$ cat config.mk
export PLATFORM = sky130hd
export DESIGN_NAME = rdmx_shim
export DESIGN_NICKNAME = d
export VERILOG_FILES = /design/src/rtl/shim_pkg.sv /design/src/rtl/axi_wr_pkg.sv /design/src/rtl/frame_tracker.sv /design/src/rtl/metadata_buffer.sv /design/src/rtl/write_sequencer.sv /design/src/rtl/rdmx_shim.sv
export SDC_FILE = /design/constraint.sdc
export NUM_CORES = 1
export LEC_CHECK = 0
export BUFFER_PORTS_ARGS = -buffer_cell sky130_fd_sc_hd__buf_2
export CAP_MARGIN = 20
export CORE_AREA = 2 2 263 265
export DETAILED_ROUTE_END_ITERATION = 10
export DIE_AREA = 0 0 265 267
export MAX_ROUTING_LAYER = met4
export PLACE_DENSITY_LB_ADDON = 0.25
export SLEW_MARGIN = 20
export SYNTH_ARGS = -nofsm -noshare
export SYNTH_HDL_FRONTEND = slang
export SYNTH_SLANG_ARGS = --single-unit
$ cat constraint.sdc
create_clock -name clk -period 12.29 [get_ports clk]
set_clock_uncertainty 0.05 [all_clocks]
set_input_delay 0.6145 -clock clk [delete_from_list [all_inputs] [get_ports clk]]
set_output_delay 0.6145 -clock clk [all_outputs]
set_load 0.01 [all_outputs]
$ cat src/rtl/shim_pkg.sv
// Shim widths, byte counts, configuration struct and sequencer phase enum
`default_nettype none

package shim_pkg;

    // ------------------------------------------------------------------------
    // Data path geometry
    // ------------------------------------------------------------------------

    // Width of one data beat on both streams and the write channel
    localparam int data_bits  = 64;

    // Bytes carried by one beat
    localparam int beat_bytes = data_bits / 8;

    // Shift that turns a byte count into a beat count
    localparam int beat_shift = $clog2(beat_bytes);

    // One metadata record spans two beats
    localparam int md_beats   = 2;
    localparam int md_bytes   = md_beats * beat_bytes;

    // Byte address on the bus, also used for ring offsets
    typedef logic [63:0] addr_t;

    // ------------------------------------------------------------------------
    // Static configuration, held while resetn is high
    // ------------------------------------------------------------------------
    typedef struct packed {
        // Bytes per outgoing packet
        logic [15:0] packet_size;
        // Bytes per full frame, both halves
        logic [31:0] frame_size;
        // Frame-data ring base and length
        addr_t       fd_ring_addr;
        addr_t       fd_ring_size;
        // Metadata ring base and length
        addr_t       md_ring_addr;
        addr_t       md_ring_size;
        // Where the frame counter lands
        addr_t       fc_addr;
    } shim_cfg_t;

    // Sequencer phases, in the order they run for each half-frame
    typedef enum logic [1:0] {
        phase_fd,
        phase_md1,
        phase_md2,
        phase_fc
    } phase_t;

endpackage

`default_nettype wire

$ cat src/rtl/axi_wr_pkg.sv
// Write-address and write-data channel structs and the data-beat type
`default_nettype none

package axi_wr_pkg;

    // ------------------------------------------------------------------------
    // Payload types
    // ------------------------------------------------------------------------

    // One data beat
    typedef logic [shim_pkg::data_bits-1:0]  beat_t;

    // One strobe bit per byte lane
    typedef logic [shim_pkg::beat_bytes-1:0] strb_t;

    // ------------------------------------------------------------------------
    // Write channels
    // ------------------------------------------------------------------------

    // Address channel, len is beats minus one
    typedef struct packed {
        shim_pkg::addr_t addr;
        logic [7:0]      len;
    } aw_t;

    // Data channel
    typedef struct packed {
        beat_t data;
        strb_t strb;
        logic  last;
    } w_t;

endpackage

`default_nettype wire

$ cat src/rtl/frame_tracker.sv
// Packets-per-half-frame decode, packet counter and frame-data ring pointer
`default_nettype none

module frame_tracker (
    input  logic                clk,
    input  logic                resetn,
    input  shim_pkg::shim_cfg_t cfg,
    // Last beat of a frame-data packet just moved
    input  logic                packet_done,
    output shim_pkg::addr_t     fd_offset,
    output logic [7:0]          burst_len,
    output logic                last_packet
);
    import shim_pkg::*;

    // ------------------------------------------------------------------------
    // Packets per frame
    // ------------------------------------------------------------------------

    // Shift amount for the supported packet sizes
    logic [4:0]  size_shift;
    logic        size_ok;
    logic [31:0] packets_per_frame;
    logic [31:0] packets_half;
    logic [31:0] packets_target;

    always_comb begin
        size_ok    = 1'b1;
        size_shift = 5'd0;
        case (cfg.packet_size)
            16'd64:   size_shift = 5'd6;
            16'd128:  size_shift = 5'd7;
            16'd256:  size_shift = 5'd8;
            16'd512:  size_shift = 5'd9;
            16'd1024: size_shift = 5'd10;
            16'd2048: size_shift = 5'd11;
            16'd4096: size_shift = 5'd12;
            16'd8192: size_shift = 5'd13;
            default:  size_ok    = 1'b0;
        endcase
    end

    // Power-of-two sizes divide by shifting, anything else is one packet
    assign packets_per_frame = size_ok ? (cfg.frame_size >> size_shift) : 32'd1;

    // The other half of the frame goes through a sibling instance
    assign packets_half   = packets_per_frame >> 1;
    // A half of zero still carries one packet
    assign packets_target = (packets_half == 32'd0) ? 32'd1 : packets_half;

    // ------------------------------------------------------------------------
    // Packet counter, counting from one
    // ------------------------------------------------------------------------
    logic [31:0] packet_count;

    assign last_packet = (packet_count == packets_target);

    // ------------------------------------------------------------------------
    // Frame-data ring pointer
    // ------------------------------------------------------------------------
    addr_t next_fd_offset;

    assign next_fd_offset = fd_offset + addr_t'(cfg.packet_size);

    always_ff @(posedge clk) begin
        if (!resetn) begin
            packet_count <= 32'd1;
            fd_offset    <= '0;
        end else if (packet_done) begin
            // Restart the count after the half-frame is complete
            packet_count <= last_packet ? 32'd1 : packet_count + 32'd1;
            // Wrap to the ring start when the next packet would not fit
            fd_offset    <= (next_fd_offset < cfg.fd_ring_size) ? next_fd_offset : '0;
        end
    end

    // Burst length in beats minus one
    logic [15:0] packet_beats;

    assign packet_beats = cfg.packet_size >> beat_shift;
    assign burst_len    = packet_beats[7:0] - 8'd1;

endmodule

`default_nettype wire

$ cat src/rtl/metadata_buffer.sv
// Two-beat metadata capture and metadata ring pointer
`default_nettype none

module metadata_buffer (
    input  logic              clk,
    input  logic              resetn,
    // Metadata stream
    input  axi_wr_pkg::beat_t md_data,
    input  logic              md_valid,
    output logic              md_ready,
    // Second metadata beat has left on the write channel
    input  logic              md_done,
    input  shim_pkg::addr_t   md_ring_size,
    // Both beats held and ready to be written
    output logic              md_full,
    output axi_wr_pkg::beat_t md_beat0,
    output axi_wr_pkg::beat_t md_beat1,
    output shim_pkg::addr_t   md_offset
);
    import shim_pkg::*;

    // ------------------------------------------------------------------------
    // Capture FSM
    // ------------------------------------------------------------------------
    typedef enum logic [1:0] {
        fill_empty,
        fill_half,
        fill_held
    } fill_t;

    fill_t fill_state;
    logic  md_take;

    // Accept beats until both are held
    assign md_ready = (fill_state != fill_held);
    assign md_full  = (fill_state == fill_held);
    assign md_take  = md_valid & md_ready;

    always_ff @(posedge clk) begin
        if (!resetn) begin
            fill_state <= fill_empty;
        end else begin
            case (fill_state)
                fill_empty: if (md_take) fill_state <= fill_half;
                fill_half:  if (md_take) fill_state <= fill_held;
                // Free the record once it has gone out
                fill_held:  if (md_done) fill_state <= fill_empty;
                default:    fill_state <= fill_empty;
            endcase
        end
    end

    // Beat registers, loaded in arrival order
    always_ff @(posedge clk) begin
        if (md_take && fill_state == fill_empty) md_beat0 <= md_data;
        if (md_take && fill_state == fill_half)  md_beat1 <= md_data;
    end

    // ------------------------------------------------------------------------
    // Metadata ring pointer
    // ------------------------------------------------------------------------
    addr_t next_md_offset;

    assign next_md_offset = md_offset + addr_t'(md_bytes);

    always_ff @(posedge clk) begin
        if (!resetn) begin
            md_offset <= '0;
        end else if (md_done) begin
            md_offset <= (next_md_offset < md_ring_size) ? next_md_offset : '0;
        end
    end

endmodule

`default_nettype wire

$ cat src/rtl/write_sequencer.sv
// Phase FSM, frame counter and the write-channel multiplexer
`default_nettype none

module write_sequencer (
    input  logic                clk,
    input  logic                resetn,
    input  shim_pkg::shim_cfg_t cfg,
    // Frame stream
    input  axi_wr_pkg::beat_t   fd_data,
    input  logic                fd_valid,
    input  logic                fd_last,
    output logic                fd_ready,
    // From the frame tracker
    input  shim_pkg::addr_t     fd_offset,
    input  logic [7:0]          burst_len,
    input  logic                last_packet,
    // From the metadata buffer
    input  logic                md_full,
    input  axi_wr_pkg::beat_t   md_beat0,
    input  axi_wr_pkg::beat_t   md_beat1,
    input  shim_pkg::addr_t     md_offset,
    // Write channels
    output axi_wr_pkg::w_t      w,
    output logic                w_valid,
    input  logic                w_ready,
    output axi_wr_pkg::aw_t     aw,
    output logic                aw_valid,
    // Strobes back to the tracker and the buffer
    output logic                packet_done,
    output logic                md_done,
    output logic [31:0]         frame_count
);
    import shim_pkg::*;
    import axi_wr_pkg::*;

    phase_t phase;
    // Next frame-data beat opens a new burst
    logic   fd_first;
    logic   w_move;
    logic   burst_first;
    logic [31:0] fc_value;

    assign w_move   = w_valid & w_ready;
    assign fc_value = frame_count + 32'd1;

    // ------------------------------------------------------------------------
    // Write-data channel
    // ------------------------------------------------------------------------
    always_comb begin
        w.strb = '1;
        case (phase)
            phase_fd: begin
                w.data  = fd_data;
                w.last  = fd_last;
                w_valid = fd_valid;
            end
            phase_md1: begin
                w.data  = md_beat0;
                w.last  = 1'b0;
                // Hold off until the whole record is captured
                w_valid = md_full;
            end
            phase_md2: begin
                w.data  = md_beat1;
                w.last  = 1'b1;
                w_valid = md_full;
            end
            default: begin
                // Frame counter in the low four bytes
                w.data  = beat_t'(fc_value);
                w.strb  = strb_t'(8'h0f);
                w.last  = 1'b1;
                w_valid = 1'b1;
            end
        endcase
    end

    // Stream moves straight through while carrying frame data
    assign fd_ready = (phase == phase_fd) & w_ready;

    // ------------------------------------------------------------------------
    // Write-address channel
    // ------------------------------------------------------------------------
    always_comb begin
        case (phase)
            phase_fd: begin
                aw.addr = cfg.fd_ring_addr + fd_offset;
                aw.len  = burst_len;
            end
            phase_md1, phase_md2: begin
                aw.addr = cfg.md_ring_addr + md_offset;
                aw.len  = 8'd1;
            end
            default: begin
                aw.addr = cfg.fc_addr;
                aw.len  = 8'd0;
            end
        endcase
    end

    // Address goes out with the first beat of each burst, md2 continues md1
    assign burst_first = (phase == phase_fd) ? fd_first : (phase != phase_md2);
    assign aw_valid    = w_move & burst_first;

    assign packet_done = (phase == phase_fd) & w_move & fd_last;
    assign md_done     = (phase == phase_md2) & w_move;

    // ------------------------------------------------------------------------
    // Phase FSM and frame counter
    // ------------------------------------------------------------------------
    always_ff @(posedge clk) begin
        if (!resetn) begin
            phase       <= phase_fd;
            fd_first    <= 1'b1;
            frame_count <= 32'd0;
        end else begin
            case (phase)
                phase_fd: begin
                    if (w_move) fd_first <= fd_last;
                    if (packet_done && last_packet) phase <= phase_md1;
                end
                phase_md1: if (w_move) phase <= phase_md2;
                phase_md2: if (w_move) phase <= phase_fc;
                default: begin
                    if (w_move) begin
                        frame_count <= fc_value;
                        phase       <= phase_fd;
                    end
                end
            endcase
        end
    end

endmodule

`default_nettype wire

$ cat src/rtl/rdmx_shim.sv
// Top level of the write shim, joining tracker, metadata buffer and sequencer
`default_nettype none

module rdmx_shim (
    input  logic                clk,
    input  logic                resetn,
    input  shim_pkg::shim_cfg_t cfg,
    // Frame stream
    input  axi_wr_pkg::beat_t   fd_data,
    input  logic                fd_valid,
    input  logic                fd_last,
    output logic                fd_ready,
    // Metadata stream
    input  axi_wr_pkg::beat_t   md_data,
    input  logic                md_valid,
    output logic                md_ready,
    // Write channels
    output axi_wr_pkg::w_t      w,
    output logic                w_valid,
    input  logic                w_ready,
    output axi_wr_pkg::aw_t     aw,
    output logic                aw_valid,
    output logic [31:0]         frame_count
);
    import shim_pkg::*;
    import axi_wr_pkg::*;

    // ------------------------------------------------------------------------
    // Internal wiring
    // ------------------------------------------------------------------------
    addr_t      fd_offset;
    logic [7:0] burst_len;
    logic       last_packet;
    logic       packet_done;
    logic       md_full;
    beat_t      md_beat0;
    beat_t      md_beat1;
    addr_t      md_offset;
    logic       md_done;

    // Packet counting and frame-data ring
    frame_tracker u_frame_tracker (
        .clk, .resetn, .cfg, .packet_done,
        .fd_offset, .burst_len, .last_packet
    );

    // Metadata record and metadata ring
    metadata_buffer u_metadata_buffer (
        .clk, .resetn, .md_data, .md_valid, .md_ready, .md_done,
        .md_ring_size(cfg.md_ring_size),
        .md_full, .md_beat0, .md_beat1, .md_offset
    );

    // Drives the bus from whichever source the phase selects
    write_sequencer u_write_sequencer (
        .clk, .resetn, .cfg,
        .fd_data, .fd_valid, .fd_last, .fd_ready,
        .fd_offset, .burst_len, .last_packet,
        .md_full, .md_beat0, .md_beat1, .md_offset,
        .w, .w_valid, .w_ready, .aw, .aw_valid,
        .packet_done, .md_done, .frame_count
    );

endmodule

`default_nettype wire

==> results.yml <==
worst_setup_path:
  path_max_fanout: 75
  worst_path_max_delay_cell: "nor3_1"
  start_kind: "register"
  arrival_ps: 7630
  cp.required_ps: 12730
  critPathMaxStageDelay_ps: 680
  crit_top_cell: "a21oi_1"
  criticalPathCategory: "register to register"
  end_kind: "register"
drt:
  routedWlPerCell_um: 23.71
  vias: 29440
  vias_per_cell: 5.878
  drt_iter0_drc: 2574
  firstDrtPassIters: 10
  drc: 0
  postRouteAntennaNets: 0
  wirelength_mm: 118.7
clocking:
  cts_made_buffers: 41
  insertion_delay_ps: 600
  postCtsHoldBufs: 0
  post-cts-setup-buffer-count: 0
  cts.clk_slew.worst_paths_ps: 80
  clk_path_buf_depth: 3
  cts_root_buffer: "clkbuf_16"
  htreeDepth: 2
  post_cts_resized: 0
  tritoncts: "done"
  numClockSinks: 321
power_and_ir_drop:
  p_clk_share_pct: 43.3
  ir_drop_mv: 0.1354
  p_seq_share_pct: 39.0
  power_leakage_uw: 0.01611
  pwr-share-comb_pct: 17.8
  power.share.switching_pct: 29.79
  p_sw_uw: 884.5
  powerDensity_nw_per_um2: 87.22
  p_int_uw: 2085
die:
  die_w_um: 265
  coreArea_um2: 67990
  die_area_um2: 70760
  die_y_um: 267
  start_util_pct: 41.82
  ios: 683
  fp-row-count: 96
timing:
  setup_viol: 0
  finalHoldViolCount: 0
  drv_slew: 0
  setup_tns_ps: 0
  min_period_ps: 7195
  period_share_pct: 58.54
  fmax_ghz: 0.1390
  max_slew_margin_pct: 30.82
  tightest_slew_ps: 1030
  rsz0062_at_grt: "no"
  hold_slack_ps: 152.6
yosys:
  seq_area_frac_synth_pct: 27.11
  ys.flop_type: "dfxtp_1"
  synth-seq-cells: 321
  yosys_warnings: 0
  async_flop_share_pct: 0
  syn_area_um2: 28430
  synthCells: 3474
  synth_edf_count: 128
  yosys.area.top_type: "dfxtp_1"
  ys_types: 91
  synth_top_area_share_pct: 13.59
  ys_top_cells_by_area: "dfxtp_1 (14%), edfxtp_1 (14%), ha_1 (12%)"
  avgSynthCellArea_um2: 8.184
final_layout:
  fillers: 6659
  postLayoutCellArea_um2: 34040
  finish.utilization_pct: 50.07
  drive_above_1_share_pct: 20.15
  nNetsFinal: 4835
  final_cell_mix: "buf_2 (673), nand2_1 (304), a21oi_1 (266)"
  areaGrowthSynthToFinish_pct: 19.73
  layout_commonest_cell: "buf_2"
run_status:
  status: "complete, no violations"
grt:
  grt_antenna_before_repair: 27
  grt_pass1_wl_mm: 172.9
  grt_pass1_vias: 27480
  grt_max_degree: 157
  grt.overflow.total: 0
  track_usage_pct: 33.39
placed_design:
  globalplace.congestion: 1.014
  numPortBuffers: 673
  placed_area_um2: 32540
  dp_hpwl_mm: 94.59
run:
  max-cap-violations: 0
min_path:
  hp-class: "primary input to register"
-- cells by family (layout without fill, tap and decap cells) --
logic type                 Yosys count  after routing  share of synthesized area (%)
xor gates and xnor gates           347            347                          10.69
muxes                               54             54                          1.963
AOI/OAI and AO/OA                 1041           1041                          24.86
and+or+nand+nor                   1050           1050                          18.06
other                                1             35                        0.01319
adders and majority gates          271            271                          11.98
buffers and inverters              389           1007                          5.320
DFF                                321            321                          27.11
-- cells in the mapped netlist (all sizes together), types with 21 or more instances --
library cell  count
nand2           306
nor2b            27
nor3             51
a211oi           25
nand2b           58
or3              23
a221oi           27
a31oi            39
a21oi           267
buf              35
nor2            237
a22oi            34
inv             226
edfxtp          128
o21bai           23
nand3            96
ha              269
a21o            151
clkbuf          127
o211ai           21
and3             75
a222oi           65
mux2i            49
xnor2           211
and2             49
o31ai            44
a22o             22
o21a             22
nand4            64
dfxtp           193
xor2            136
o21ai           178
-- final cells by class --
cell class	count	area, um2	share of cell area, %
inverter	227	852.1	2.503
timing repair buffer	704	3613	10.61
tap	882	1104	3.242
sequential	321	7707	22.64
clock buffer	52	1117	3.282
antenna	31	77.57	0.2279
multi-input combinational	2767	19280	56.63
clock inverter	24	291.5	0.8564
-- worst max-delay path, delay by kind of cell, from the launching register on --
kind / cells / cell delay (ps)
flip-flops: 1 / 370
buffers and inverters: 3 / 1010
XOR/XNOR: 1 / 180
adder cells (fa/ha/maj): 3 / 710
AND/OR/NAND/NOR: 8 / 2610
AO/OA/AOI/OAI: 13 / 2130
-- flip-flops by register name, summed over array words and instances (netlist names) --
name                           flops
u_frame_tracker.fd_offset         64
u_metadata_buffer.md_beat0        64
u_metadata_buffer.md_beat1        64
u_metadata_buffer.md_offset       60
u_frame_tracker.packet_count      32
u_write_sequencer.frame_count     32
u_metadata_buffer.fill_state       2
u_write_sequencer.phase            2
u_write_sequencer.fd_first         1
-- worst paths after layout --
check	startpoint	endpoint	slack [ps]	cells after the start
max	u_frame_tracker.fd_offset[0]	u_frame_tracker.fd_offset[4]	5100	28
min	md_data[45]	u_metadata_buffer.md_beat0[45]	150	1
max reg2reg	u_frame_tracker.fd_offset[0]	u_frame_tracker.fd_offset[4]	5100	28
min reg2reg	u_write_sequencer.fd_first	u_write_sequencer.fd_first	400	2
-- through the flow --
| step | std cells | worst slack, ps | total power, uW |
|---|---|---|---|
| floorplan | 3477 | 5994 | 1438 |
| global placement | 4901 | 4837 | 1699 |
| detailed placement | 4901 | 4780 | 1701 |
| CTS | 4977 | 5042 | 2981 |
| global route | 5004 | 4397 | 3062 |
| finish | 5008 | 5095 | 2969 |
-- layer usage --
layer | vias up | routed length [um] | GRT usage [%]
met1 | 13900 | 48930 | 40.87
met3 | 226 | 9360 | 6.209
li1 | 14010 | - | -
met4 | 0 | 6259 | 15.53
met2 | 1307 | 54180 | 53.35
met5 | - | 0 | -
-- power by group through the flow --
stage	clock (uW)	sequential, uW	combinational (uW)
after floorplan	0	1180	258
after global routing	1340	1160	566
after global placement	0	1180	520
final	1280	1160	527
after CTS	1300	1160	525
after detailed placement	0	1180	522
Note: power is estimated with default switching activity, not from simulation.
